==> src/source/fq_axi_pkg.sv <==
//******************************
// AXI write constants for the fault queue writer
// One record goes out as a single INCR burst of four 64-bit beats
//******************************
package fq_axi_pkg;

    localparam int unsigned BEAT_W = 64;       // W data width

    localparam logic [7:0] BURST_LEN = 8'd3;   // AWLEN, four beats
    localparam logic [2:0] BEAT_SIZE = 3'd3;   // AWSIZE, 8 bytes per beat

    // Record step in bytes as a shift, beat bytes times beat count
    localparam int unsigned RECORD_SHIFT = int'(BEAT_SIZE) + $clog2(int'(BURST_LEN) + 1);

    // B channel response codes
    localparam logic [1:0] RESP_OKAY   = 2'b00;
    localparam logic [1:0] RESP_EXOKAY = 2'b01;
    localparam logic [1:0] RESP_SLVERR = 2'b10;
    localparam logic [1:0] RESP_DECERR = 2'b11;

endpackage

==> src/source/fq_record_pkg.sv <==
//******************************
// Fault record definitions for the IOMMU fault queue writer
// Field widths, transaction types and the 32-byte record layout
// Import with a wildcard in the module header
//******************************
package fq_record_pkg;

    // Field widths
    localparam int unsigned PPN_W   = 44;   // Queue base page number
    localparam int unsigned PLEN    = 56;   // Physical address
    localparam int unsigned VLEN    = 39;   // IOVA
    localparam int unsigned GPA_W   = 41;   // Guest address bits 63:2
    localparam int unsigned DID_W   = 24;
    localparam int unsigned PID_W   = 20;
    localparam int unsigned CAUSE_W = 12;
    localparam int unsigned TTYP_W  = 6;
    localparam int unsigned IDX_W   = 32;   // Head and tail indexes

    localparam int unsigned FIFO_DEPTH = 4;  // Pending fault events

    // Packed event, four flags are pv, supervisor, guest pf and implicit
    localparam int unsigned EVT_W = TTYP_W + CAUSE_W + VLEN + GPA_W + DID_W + PID_W + 4;

    // Transaction types
    localparam logic [TTYP_W-1:0] TTYP_NONE      = TTYP_W'(0);  // No transaction, MSI write fault
    localparam logic [TTYP_W-1:0] TTYP_UNTR_RX   = TTYP_W'(1);  // Untranslated read for execute
    localparam logic [TTYP_W-1:0] TTYP_UNTR_READ = TTYP_W'(2);
    localparam logic [TTYP_W-1:0] TTYP_UNTR_WR   = TTYP_W'(3);  // Untranslated write or AMO

    // One fault record, seen as fields or as the four bus beats
    typedef union packed {
        struct packed {
            logic [63:0]        iotval2;
            logic [63:0]        iotval;
            logic [31:0]        custom;     // Left for custom use, written as zero
            logic [31:0]        reserved;
            logic [DID_W-1:0]   did;
            logic [TTYP_W-1:0]  ttyp;
            logic               priv;
            logic               pv;
            logic [PID_W-1:0]   pid;
            logic [CAUSE_W-1:0] cause;      // Lowest bits of beat 0
        } fields;
        logic [3:0][63:0] beats;            // Beat 0 at bits 63:0
    } fq_record_t;

endpackage
==> src/source/fq_handler.sv <==
//******************************
// Fault queue writer top level
// Faults in as loose fields, records out over AXI write channels
// Register interface for head, tail, mf, of and the enables
//******************************
`timescale 1ns/100ps

module fq_handler import fq_record_pkg::*, fq_axi_pkg::*; (
    input  logic               clk_i,
    input  logic               rst_ni,
    // Queue registers
    input  logic [PPN_W-1:0]   fq_base_ppn_i,
    input  logic [4:0]         fq_size_i,
    input  logic               fq_en_i,
    input  logic               fq_ie_i,
    input  logic [IDX_W-1:0]   fq_head_i,
    input  logic [IDX_W-1:0]   fq_tail_i,
    input  logic               fq_mf_i,
    input  logic               fq_of_i,
    output logic [IDX_W-1:0]   fq_tail_o,
    output logic               fq_mf_o,
    output logic               fq_of_o,
    output logic               error_wen_o,
    output logic               fq_ip_o,
    output logic               fq_on_o,
    output logic               busy_o,
    // Fault event
    input  logic               event_valid_i,
    input  logic [TTYP_W-1:0]  trans_type_i,
    input  logic [CAUSE_W-1:0] cause_code_i,
    input  logic [VLEN-1:0]    iova_i,
    input  logic [GPA_W-1:0]   gpaddr_i,
    input  logic [DID_W-1:0]   did_i,
    input  logic               pv_i,
    input  logic [PID_W-1:0]   pid_i,
    input  logic               is_supervisor_i,
    input  logic               is_guest_pf_i,
    input  logic               is_implicit_i,
    output logic               full_o,
    // AXI write channels
    output logic               aw_valid_o,
    input  logic               aw_ready_i,
    output logic [PLEN-1:0]    aw_addr_o,
    output logic               w_valid_o,
    input  logic               w_ready_i,
    output logic [BEAT_W-1:0]  w_data_o,
    output logic               w_last_o,
    input  logic               b_valid_i,
    output logic               b_ready_o,
    input  logic [1:0]         b_resp_i
);

    logic             evt_valid, evt_ready;
    logic [EVT_W-1:0] evt_data;
    fq_record_t       record, wr_record;
    logic             wr_valid, wr_ready, wr_done, wr_err;
    logic [PLEN-1:0]  wr_addr;

    fq_event_fifo i_fifo (
        .clk_i, .rst_ni, .event_valid_i,
        .event_data_i ({trans_type_i, cause_code_i, iova_i, gpaddr_i, did_i, pv_i, pid_i,
                        is_supervisor_i, is_guest_pf_i, is_implicit_i}),
        .evt_valid_o  (evt_valid), .evt_data_o (evt_data), .evt_ready_i (evt_ready), .full_o
    );

    fq_record_builder i_builder (.evt_data_i (evt_data), .record_o (record));

    fq_queue_ctrl i_ctrl (
        .clk_i, .rst_ni, .fq_base_ppn_i, .fq_size_i, .fq_en_i, .fq_ie_i,
        .fq_head_i, .fq_tail_i, .fq_mf_i, .fq_of_i, .fq_tail_o, .fq_mf_o, .fq_of_o,
        .error_wen_o, .fq_ip_o, .fq_on_o, .busy_o,
        .evt_valid_i (evt_valid), .evt_ready_o (evt_ready), .record_i (record),
        .wr_valid_o  (wr_valid),  .wr_ready_i  (wr_ready),  .wr_addr_o (wr_addr),
        .wr_record_o (wr_record), .wr_done_i   (wr_done),   .wr_err_i  (wr_err)
    );

    fq_axi_writer i_writer (
        .clk_i, .rst_ni,
        .wr_valid_i  (wr_valid),  .wr_ready_o (wr_ready), .wr_addr_i (wr_addr),
        .wr_record_i (wr_record), .wr_done_o  (wr_done),  .wr_err_o  (wr_err),
        .aw_valid_o, .aw_ready_i, .aw_addr_o,
        .w_valid_o, .w_ready_i, .w_data_o, .w_last_o,
        .b_valid_i, .b_ready_o, .b_resp_i
    );

endmodule

==> src/source/fq_axi_writer.sv <==
//******************************
// AXI write sequencer for one fault record
// Sends AW, then four W beats, then waits for B
// Returns wr_done_o with wr_err_o on the response
//******************************
`timescale 1ns/100ps

module fq_axi_writer import fq_record_pkg::*, fq_axi_pkg::*; (
    input  logic              clk_i,
    input  logic              rst_ni,
    input  logic              wr_valid_i,
    output logic              wr_ready_o,
    input  logic [PLEN-1:0]   wr_addr_i,
    input  fq_record_t        wr_record_i,
    output logic              wr_done_o,
    output logic              wr_err_o,
    output logic              aw_valid_o,
    input  logic              aw_ready_i,
    output logic [PLEN-1:0]   aw_addr_o,
    output logic              w_valid_o,
    input  logic              w_ready_i,
    output logic [BEAT_W-1:0] w_data_o,
    output logic              w_last_o,
    input  logic              b_valid_i,
    output logic              b_ready_o,
    input  logic [1:0]        b_resp_i
);

    enum logic [1:0] {W_IDLE, W_AW, W_DATA, W_RESP} state_q;

    logic [1:0] beat_q;
    fq_record_t record_q;

    assign wr_ready_o = (state_q == W_IDLE);
    assign aw_valid_o = (state_q == W_AW);
    assign w_valid_o  = (state_q == W_DATA);
    assign b_ready_o  = (state_q == W_RESP);

    assign w_data_o = record_q.beats[beat_q];
    assign w_last_o = w_valid_o & (beat_q == BURST_LEN[1:0]);

    assign wr_done_o = b_ready_o & b_valid_i;
    assign wr_err_o  = wr_done_o & (b_resp_i != RESP_OKAY);    // SLVERR or DECERR

    always_ff @(posedge clk_i or negedge rst_ni) begin
        if (!rst_ni) begin
            state_q <= W_IDLE;
            beat_q  <= '0;
        end else begin
            case (state_q)
                W_IDLE:  if (wr_valid_i) state_q <= W_AW;
                W_AW:    if (aw_ready_i) state_q <= W_DATA;
                W_DATA: begin
                    if (w_ready_i) begin
                        beat_q <= beat_q + 1'b1;         // Wraps to 0 after beat 3
                        if (w_last_o) state_q <= W_RESP;
                    end
                end
                W_RESP:  if (b_valid_i) state_q <= W_IDLE;
                default: state_q <= W_IDLE;
            endcase
        end
    end

    // Address and record for the whole burst
    always_ff @(posedge clk_i) begin
        if (wr_valid_i && wr_ready_o) begin
            aw_addr_o <= wr_addr_i;
            record_q  <= wr_record_i;
        end
    end

endmodule

==> src/source/fq_queue_ctrl.sv <==
//******************************
// Fault queue controller
// Tracks the enable, picks the slot, detects overflow and memory errors
// Hands one record at a time to the AXI writer and advances the tail
//******************************
`timescale 1ns/100ps

module fq_queue_ctrl import fq_record_pkg::*, fq_axi_pkg::*; (
    input  logic             clk_i,
    input  logic             rst_ni,
    input  logic [PPN_W-1:0] fq_base_ppn_i,
    input  logic [4:0]       fq_size_i,      // log2(entries) - 1
    input  logic             fq_en_i,
    input  logic             fq_ie_i,
    input  logic [IDX_W-1:0] fq_head_i,
    input  logic [IDX_W-1:0] fq_tail_i,
    input  logic             fq_mf_i,
    input  logic             fq_of_i,
    output logic [IDX_W-1:0] fq_tail_o,
    output logic             fq_mf_o,
    output logic             fq_of_o,
    output logic             error_wen_o,    // Write strobe for tail, mf and of
    output logic             fq_ip_o,
    output logic             fq_on_o,
    output logic             busy_o,
    input  logic             evt_valid_i,
    output logic             evt_ready_o,
    input  fq_record_t       record_i,
    output logic             wr_valid_o,
    input  logic             wr_ready_i,
    output logic [PLEN-1:0]  wr_addr_o,
    output fq_record_t       wr_record_o,
    input  logic             wr_done_i,
    input  logic             wr_err_i
);

    enum logic [1:0] {IDLE, WRITE, ERROR} state_q, state_n;

    logic             fq_en_q, fq_en_n;
    logic             wr_valid_n;
    logic [IDX_W-1:0] tail_mask, masked_tail, next_tail;
    logic             queue_full;

    assign tail_mask   = ~({IDX_W{1'b1}} << ({1'b0, fq_size_i} + 6'd1));
    assign masked_tail = fq_tail_i & tail_mask;
    assign next_tail   = (masked_tail + 1'b1) & tail_mask;
    assign queue_full  = (next_tail == (fq_head_i & tail_mask));

    assign busy_o      = (fq_en_i != fq_en_q);  // Enable change in progress
    assign fq_on_o     = fq_en_i | fq_en_q;
    assign evt_ready_o = (state_q == IDLE) & fq_en_i & fq_en_q;

    always_comb begin
        state_n     = state_q;
        fq_en_n     = fq_en_q;
        wr_valid_n  = wr_valid_o & ~wr_ready_i;  // Held until the writer takes it
        fq_tail_o   = fq_tail_i;
        fq_mf_o     = fq_mf_i;
        fq_of_o     = fq_of_i;
        error_wen_o = 1'b0;
        fq_ip_o     = 1'b0;
        case (state_q)
            IDLE: begin
                if (fq_en_i && !fq_en_q) begin      // Fresh enable clears the queue state
                    fq_tail_o   = '0;
                    fq_mf_o     = 1'b0;
                    fq_of_o     = 1'b0;
                    error_wen_o = 1'b1;
                    fq_en_n     = 1'b1;
                end else if (!fq_en_i) begin
                    fq_en_n = 1'b0;
                end else if (evt_valid_i) begin     // Event taken this cycle
                    if (queue_full) begin
                        fq_of_o     = 1'b1;         // Record is lost
                        error_wen_o = 1'b1;
                        fq_ip_o     = fq_ie_i;
                        state_n     = ERROR;
                    end else begin
                        wr_valid_n = 1'b1;
                        state_n    = WRITE;
                    end
                end
            end
            WRITE: begin
                if (wr_done_i) begin
                    error_wen_o = 1'b1;
                    fq_ip_o     = fq_ie_i;
                    if (wr_err_i) begin
                        fq_mf_o = 1'b1;             // Tail stays put
                        state_n = ERROR;
                    end else begin
                        fq_tail_o = next_tail;
                        state_n   = IDLE;
                    end
                end
            end
            ERROR:   if (!fq_mf_i && !fq_of_i) state_n = IDLE;  // Software cleared both
            default: state_n = IDLE;
        endcase
    end

    always_ff @(posedge clk_i or negedge rst_ni) begin
        if (!rst_ni) begin
            state_q    <= IDLE;
            fq_en_q    <= 1'b0;
            wr_valid_o <= 1'b0;
        end else begin
            state_q    <= state_n;
            fq_en_q    <= fq_en_n;
            wr_valid_o <= wr_valid_n;
        end
    end

    // Slot address and record, taken with the event
    always_ff @(posedge clk_i) begin
        if (evt_valid_i && evt_ready_o && !queue_full) begin
            wr_addr_o   <= {fq_base_ppn_i, 12'b0}
                         + ({{(PLEN-IDX_W){1'b0}}, masked_tail} << RECORD_SHIFT);
            wr_record_o <= record_i;
        end
    end

endmodule

==> src/source/fq_record_builder.sv <==
//******************************
// Fault record formatter
// Turns the event at the FIFO head into a fault record, no clock
//******************************
`timescale 1ns/100ps

module fq_record_builder import fq_record_pkg::*; (
    input  logic [EVT_W-1:0] evt_data_i,
    output fq_record_t       record_o
);

    logic [TTYP_W-1:0]  ttyp;
    logic [CAUSE_W-1:0] cause;
    logic [VLEN-1:0]    iova;
    logic [GPA_W-1:0]   gpaddr;
    logic [DID_W-1:0]   did;
    logic               pv;
    logic [PID_W-1:0]   pid;
    logic               is_supervisor;
    logic               is_guest_pf;
    logic               is_implicit;

    // Same field order as the top level packs them
    assign {ttyp, cause, iova, gpaddr, did, pv, pid,
            is_supervisor, is_guest_pf, is_implicit} = evt_data_i;

    always_comb begin
        record_o               = '0;
        record_o.fields.ttyp   = ttyp;
        record_o.fields.cause  = cause;
        record_o.fields.iotval = {{(64-VLEN){1'b0}}, iova};  // Reported for every type

        // did, pv, priv and pid stay zero without a transaction
        if (ttyp != TTYP_NONE) begin
            record_o.fields.did  = did;
            record_o.fields.pv   = pv;
            record_o.fields.pid  = pv ? pid : '0;
            record_o.fields.priv = pv & is_supervisor;
        end

        // Guest page fault
        if (is_guest_pf) begin
            record_o.fields.iotval2    = {{(64-GPA_W){1'b0}}, gpaddr};
            record_o.fields.iotval2[0] = is_implicit;   // Implicit first-stage access
            record_o.fields.iotval2[1] = 1'b0;          // No A/D bit update
        end
    end

endmodule

==> src/source/fq_event_fifo.sv <==
//******************************
// Fault event capture FIFO
// Pushes on the rising edge of event_valid_i, drops events when full
// Fall-through: a push into an empty FIFO is at the head at once
//******************************
`timescale 1ns/100ps

module fq_event_fifo import fq_record_pkg::*; (
    input  logic             clk_i,
    input  logic             rst_ni,
    input  logic             event_valid_i,
    input  logic [EVT_W-1:0] event_data_i,
    output logic             evt_valid_o,
    output logic [EVT_W-1:0] evt_data_o,
    input  logic             evt_ready_i,
    output logic             full_o
);

    logic                          event_q;     // Last cycle's event_valid_i
    logic                          push, pop, empty;
    logic                          store, take;
    logic [$clog2(FIFO_DEPTH)-1:0] wr_ptr_q, rd_ptr_q;
    logic [$clog2(FIFO_DEPTH):0]   count_q;
    logic [EVT_W-1:0]              mem_q [FIFO_DEPTH];

    assign empty  = (count_q == '0);
    assign full_o = (count_q == FIFO_DEPTH);

    assign push = event_valid_i & ~event_q & ~full_o;   // Rising edge, room left

    // Head is the input while empty
    assign evt_valid_o = ~empty | push;
    assign evt_data_o  = empty ? event_data_i : mem_q[rd_ptr_q];
    assign pop         = evt_valid_o & evt_ready_i;

    assign store = push & ~(empty & pop);   // Passed straight through otherwise
    assign take  = pop & ~empty;

    always_ff @(posedge clk_i or negedge rst_ni) begin
        if (!rst_ni) begin
            event_q  <= 1'b0;
            wr_ptr_q <= '0;
            rd_ptr_q <= '0;
            count_q  <= '0;
        end else begin
            event_q <= event_valid_i;
            if (store) wr_ptr_q <= wr_ptr_q + 1'b1;     // Depth is a power of two
            if (take)  rd_ptr_q <= rd_ptr_q + 1'b1;
            case ({store, take})
                2'b10:   count_q <= count_q + 1'b1;
                2'b01:   count_q <= count_q - 1'b1;
                default: count_q <= count_q;
            endcase
        end
    end

    always_ff @(posedge clk_i) begin
        if (store) mem_q[wr_ptr_q] <= event_data_i;
    end

endmodule

==> config.mk <==
export PLATFORM = sky130hd
export DESIGN_NAME = fq_handler
export DESIGN_NICKNAME = d
export VERILOG_FILES = /design/src/source/fq_axi_pkg.sv /design/src/source/fq_record_pkg.sv /design/src/source/fq_handler.sv /design/src/source/fq_axi_writer.sv /design/src/source/fq_queue_ctrl.sv /design/src/source/fq_record_builder.sv /design/src/source/fq_event_fifo.sv
export SDC_FILE = /design/constraint.sdc
export NUM_CORES = 1
export LEC_CHECK = 0
export ABC_CLOCK_PERIOD_IN_PS = 23900
export BUFFER_PORTS_ARGS = -buffer_cell sky130_fd_sc_hd__clkbuf_2
export CORE_ASPECT_RATIO = 1.4
export CORE_MARGIN = 1.5
export CORE_UTILIZATION = 60
export CTS_BUF_LIST = sky130_fd_sc_hd__clkbuf_4 sky130_fd_sc_hd__clkbuf_8
export CTS_CLUSTER_DIAMETER = 150
export DETAILED_ROUTE_END_ITERATION = 10
export GPL_ROUTABILITY_DRIVEN = 0
export PLACE_DENSITY = 0.79
export SYNTH_ARGS = -nofsm -noshare
export SYNTH_HDL_FRONTEND = slang
export SYNTH_SLANG_ARGS = --single-unit
==> constraint.sdc <==
create_clock -name clk_i -period 23.9 [get_ports clk_i]
set_input_delay 2.39 -clock clk_i [delete_from_list [all_inputs] [get_ports clk_i]]
set_output_delay 2.39 -clock clk_i [all_outputs]
set_load 0.02 [all_outputs]
==> results by group <==
Logic synthesis
  – Area share of the leading cell type in the synthesized netlist: 0.706
  – Most common cell in the netlist: edfxtp_1
  – Yosys warnings: 0
  – Mean post-synth cell area: between 15 and 20 um2
  – Ys async rst share: 0.0163
  – Synth cell types: 81
  – Area leader, netlist: edfxtp_1
  – Synth top area cells: edfxtp_1 71%, mux4_2 7.9%, nand2_1 4.1%
  – EDFF count, synth: just under 1000
  – #FFs+latches synth: 980
  – Top FF cell, synth: edfxtp_1
  – Synth cell count leaders: 964 x edfxtp_1, 453 x nand2_1, 144 x mux4_2, 124 x a21oi_1, 102 x o21ai_0
  – Cell area after synthesis: ~41000 um2
  – Cells after Synth: between 2000 and 3000
  – Sequential fraction of the synthesis area: 0.716

Outcome
  – Status: finished, violations left
  – Failing checks: design-rule violations

Finish
  – Fillers: approximately 4500
  – Nets@finish: 3414
  – P&R area growth vs syn: 14.0%
  – Multi-input logic area: 11000 um2
  – Register area: between 20000 and 30000 um2
  – Layout cells sized above 1: 0.268
  – Final instance area: 46800 um2

Setup path
  – Crit. End Element: output port
  – R2R depth: 6
  – Worst R2R End: i_fifo.mem_q[0][87]$_DFFE_PP_
  – RR Startpoint: i_fifo.count_q[0]$_DFFE_PN0P_
  – WP data required: roughly 22 ns
  – Worst EP arrival: around 7.5 ns
  – Kind of critical path: in2out
  – CP max-delay cell: ha_1
  – Crit-path max FO: 22
  – Critical Path, Cell by Cell: clkbuf_2 > ha_1 > inv_1 > ha_1 > and2_1 > nand2_1 > and2_1 > ha_1 > nand2_1 > nor2_1 > nand4_1 > nor3_1 > nand4_1 > xnor2_1 > o2111ai_1 > nor3b_1 > nand2_2 > o311ai_2 > clkbuf_2
  – Cell seen most often among critical-path stages: ha_1
  – FF-to-FF setup slack: about 19 ns
  – WP depth: 19
  – Critical path startpoint category: input pin
  – Crit path launch: fq_size_i[1]
  – CP delay by family, top: simple AND/OR/NAND/NOR gates
  – Crit-path max cell delay: between 0.5 and 0.6 ns
  – CP Buf/Inv Count: 3
  – CP endpoint: error_wen_o

Floorplanning
  – Die extent in x: about 220 um
  – Rows: 113
  – Die Height: approximately 310 um
  – Die area: 69900 um2
  – Total core area: roughly 68000 um2
  – Initial Utilization: 0.605
  – Total I/O pin count: approximately 430

Power and ir drop
  – Sw Share: 0.325
  – Comb power frac: 0.286
  – P per Cell Area: 109 nW/um2
  – Switching Power: 1660 uW
  – Clk pwr share: 0.250
  – Maximum VDD drop: 80.9 uV
  – Cell Int Power: between 3000 and 4000 uW
  – Leakage: around 0.017 uW
  – Sequential share of power: 0.463

Timing
  – Setup repair after global routing missed its margin: no
  – Setup TNS: 0 ns
  – Endpoints failing hold: 0
  – Highest clock rate: 101 MHz
  – Clk_skew: about 0.027 ns
  – Slew Limit Fails: 0
  – Endpoints failing setup: 0
  – Final Cycle Share: 0.414
  – Worst-margin pin slew: between 1 and 1.5 ns
  – Worst slew margin: 0.230
  – Setup slack after layout: 14.01 ns
  – Tmin final: 9.89 ns

Placed design
  – HPWL Detailed: approximately 63 mm
  – Port Buffers: about 430
  – Cell Area, Placed: 44000 um2
  – Dpl ws: between 10 and 15 ns

Drt
  – DR vias: roughly 25000
  – DR pass1 iterations: 11
  – Number of remaining DRC errors: 1
  – Drt initial violations: 2727
  – Routed wire length: approximately 100 mm
  – Average wire per standard cell: 24.5 um
  – Vias/cell: between 6 and 7
  – Routed Antenna Nets: 0

Clock tree
  – CTS tree: done
  – Resize count post-CTS: 0
  – CTS H-Tree Depth: 4
  – Root Buffer: clkbuf_8
  – Num CTS Buffers: 140
  – CTS sink count: 980
  – Postcts setup bufs: 0
  – Max Root-Sink Buffers: 3
  – Skew-Pair Late Insertion Delay: roughly 0.79 ns
  – Clock transition at path regs: roughly 0.060 ns
  – Hold-fix buffers, CTS: 0

Global route
  – GRT Util Overall: 0.290
  – Initial antenna violation count: 22
  – Largest net degree at the start of global routing: ~150
  – Total gr overflow: 0
  – First-pass GRT wire length: approximately 150 mm
  – Vias in the first global route: 25602

Job
  – Max Cap Viol: 0

Min path
  – Worst min path class: reg2reg
-- how the worst min path moves through the flow --
stage	from	end	slack, ns	depth (start not counted)
after floorplan	i_ctrl.wr_addr_o[10]$_DFFE_PP_	i_writer.aw_addr_o[10]$_DFFE_PP_	0.40	0
after detailed placement	i_ctrl.wr_addr_o[22]$_DFFE_PP_	i_writer.aw_addr_o[22]$_DFFE_PP_	0.40	0
after CTS	i_ctrl.wr_record_o[147]$_DFFE_PP_	i_writer.record_q[147]$_DFFE_PP_	0.41	0
after global routing	i_ctrl.wr_record_o[147]$_DFFE_PP_	i_writer.record_q[147]$_DFFE_PP_	0.42	0
final	i_ctrl.wr_record_o[147]$_DFFE_PP_	i_writer.record_q[147]$_DFFE_PP_	0.41	0
after global placement	i_ctrl.wr_record_o[150]$_DFFE_PP_	i_writer.record_q[150]$_DFFE_PP_	0.40	0
-- power groups by stage --
| stage | combinational (uW) | clock, uW | sequential [uW] |
|---|---|---|---|
| global placement | 1440 | 0 | 2390 |
| detailed placement | 1470 | 0 | 2410 |
| global route | 1580 | 1370 | 2390 |
| finish | 1460 | 1280 | 2370 |
| CTS | 1480 | 1300 | 2370 |
| floorplan | 1010 | 0 | 2400 |
-- metal layers --
metal,global-route usage,up-vias,share of wire
met5,0,-,0.0017
met4,0.129,22,0.040
met3,0.0794,292,0.092
met2,0.486,1437,0.51
met1,0.354,12319,0.36
li1,-,11022,-
-- layout make-up --
cell class,instances,share of cell area
flip-flops and latches,980,0.628
multi-input cells,1479,0.236
repair buffers,459,0.0512
clock buffers,192,0.0500
well taps,862,0.0231
clock inverters,54,0.00789
inverters,37,0.00297
diodes,12,0.000642
-- stage by stage --
stage,power (uW),utilization,cells,hold slack [ns]
4_1_cts,5150,0.690,4063,0.407
5_1_grt,5340,0.690,4072,0.416
2_1_floorplan,3400,-,2626,0.400
6_report,5110,0.690,4075,0.406
3_5_place_dp,3870,0.650,3817,0.405
3_3_place_gp,3820,0.650,3817,0.401
-- registers in the layout, indices dropped and copies added (netlist names) --
register,flops
i_writer.beat_q,2
i_fifo.count_q,3
i_writer.state_q,2
i_fifo.rd_ptr_q,2
i_fifo.mem_q,576
i_ctrl.state_q,2
i_fifo.event_q,1
i_ctrl.wr_record_o,143
i_ctrl.wr_addr_o,51
i_ctrl.wr_valid_o,1
i_fifo.wr_ptr_q,2
i_writer.aw_addr_o,51
i_ctrl.fq_en_q,1
i_writer.record_q,143
-- logic make-up (layout without fill, tap and decap cells) --
| family | count (synthesis) | count (layout) | synth area share |
|---|---|---|---|
| buffers and inverters | 167 | 742 | 0.0163 |
| adder cells (fa/ha/maj) | 46 | 46 | 0.0144 |
| multiplexers | 191 | 191 | 0.0907 |
| other | 1 | 17 | 0.0000915 |
| XOR/XNOR | 102 | 102 | 0.0218 |
| flip-flops | 980 | 980 | 0.716 |
| AND/OR/NAND/NOR | 772 | 772 | 0.0861 |
| AO/OA/AOI/OAI | 363 | 363 | 0.0548 |
-- layout by cell type, fill, tap and decap left out, types with 12 or more instances in the layout --
master / n
nor2_1: 72
nand3_1: 38
and3_1: 20
nor3_1: 18
diode_2: 12
a21oi_1: 124
clkbuf_8: 143
and2_1: 47
clkinv_2: 13
buf_4: 32
a21o_1: 18
nor2b_1: 15
mux2i_1: 43
clkbuf_2: 426
clkinv_1: 24
xor2_1: 25
inv_1: 37
xnor2_1: 77
clkbuf_4: 49
o21ai_0: 102
o31ai_1: 12
nand2_1: 453
nand2b_1: 21
mux4_2: 144
edfxtp_1: 964
ha_1: 44
dfrtp_1: 12
nand4_1: 29
o2111ai_1: 12
Power figures use the tool's default switching activity.
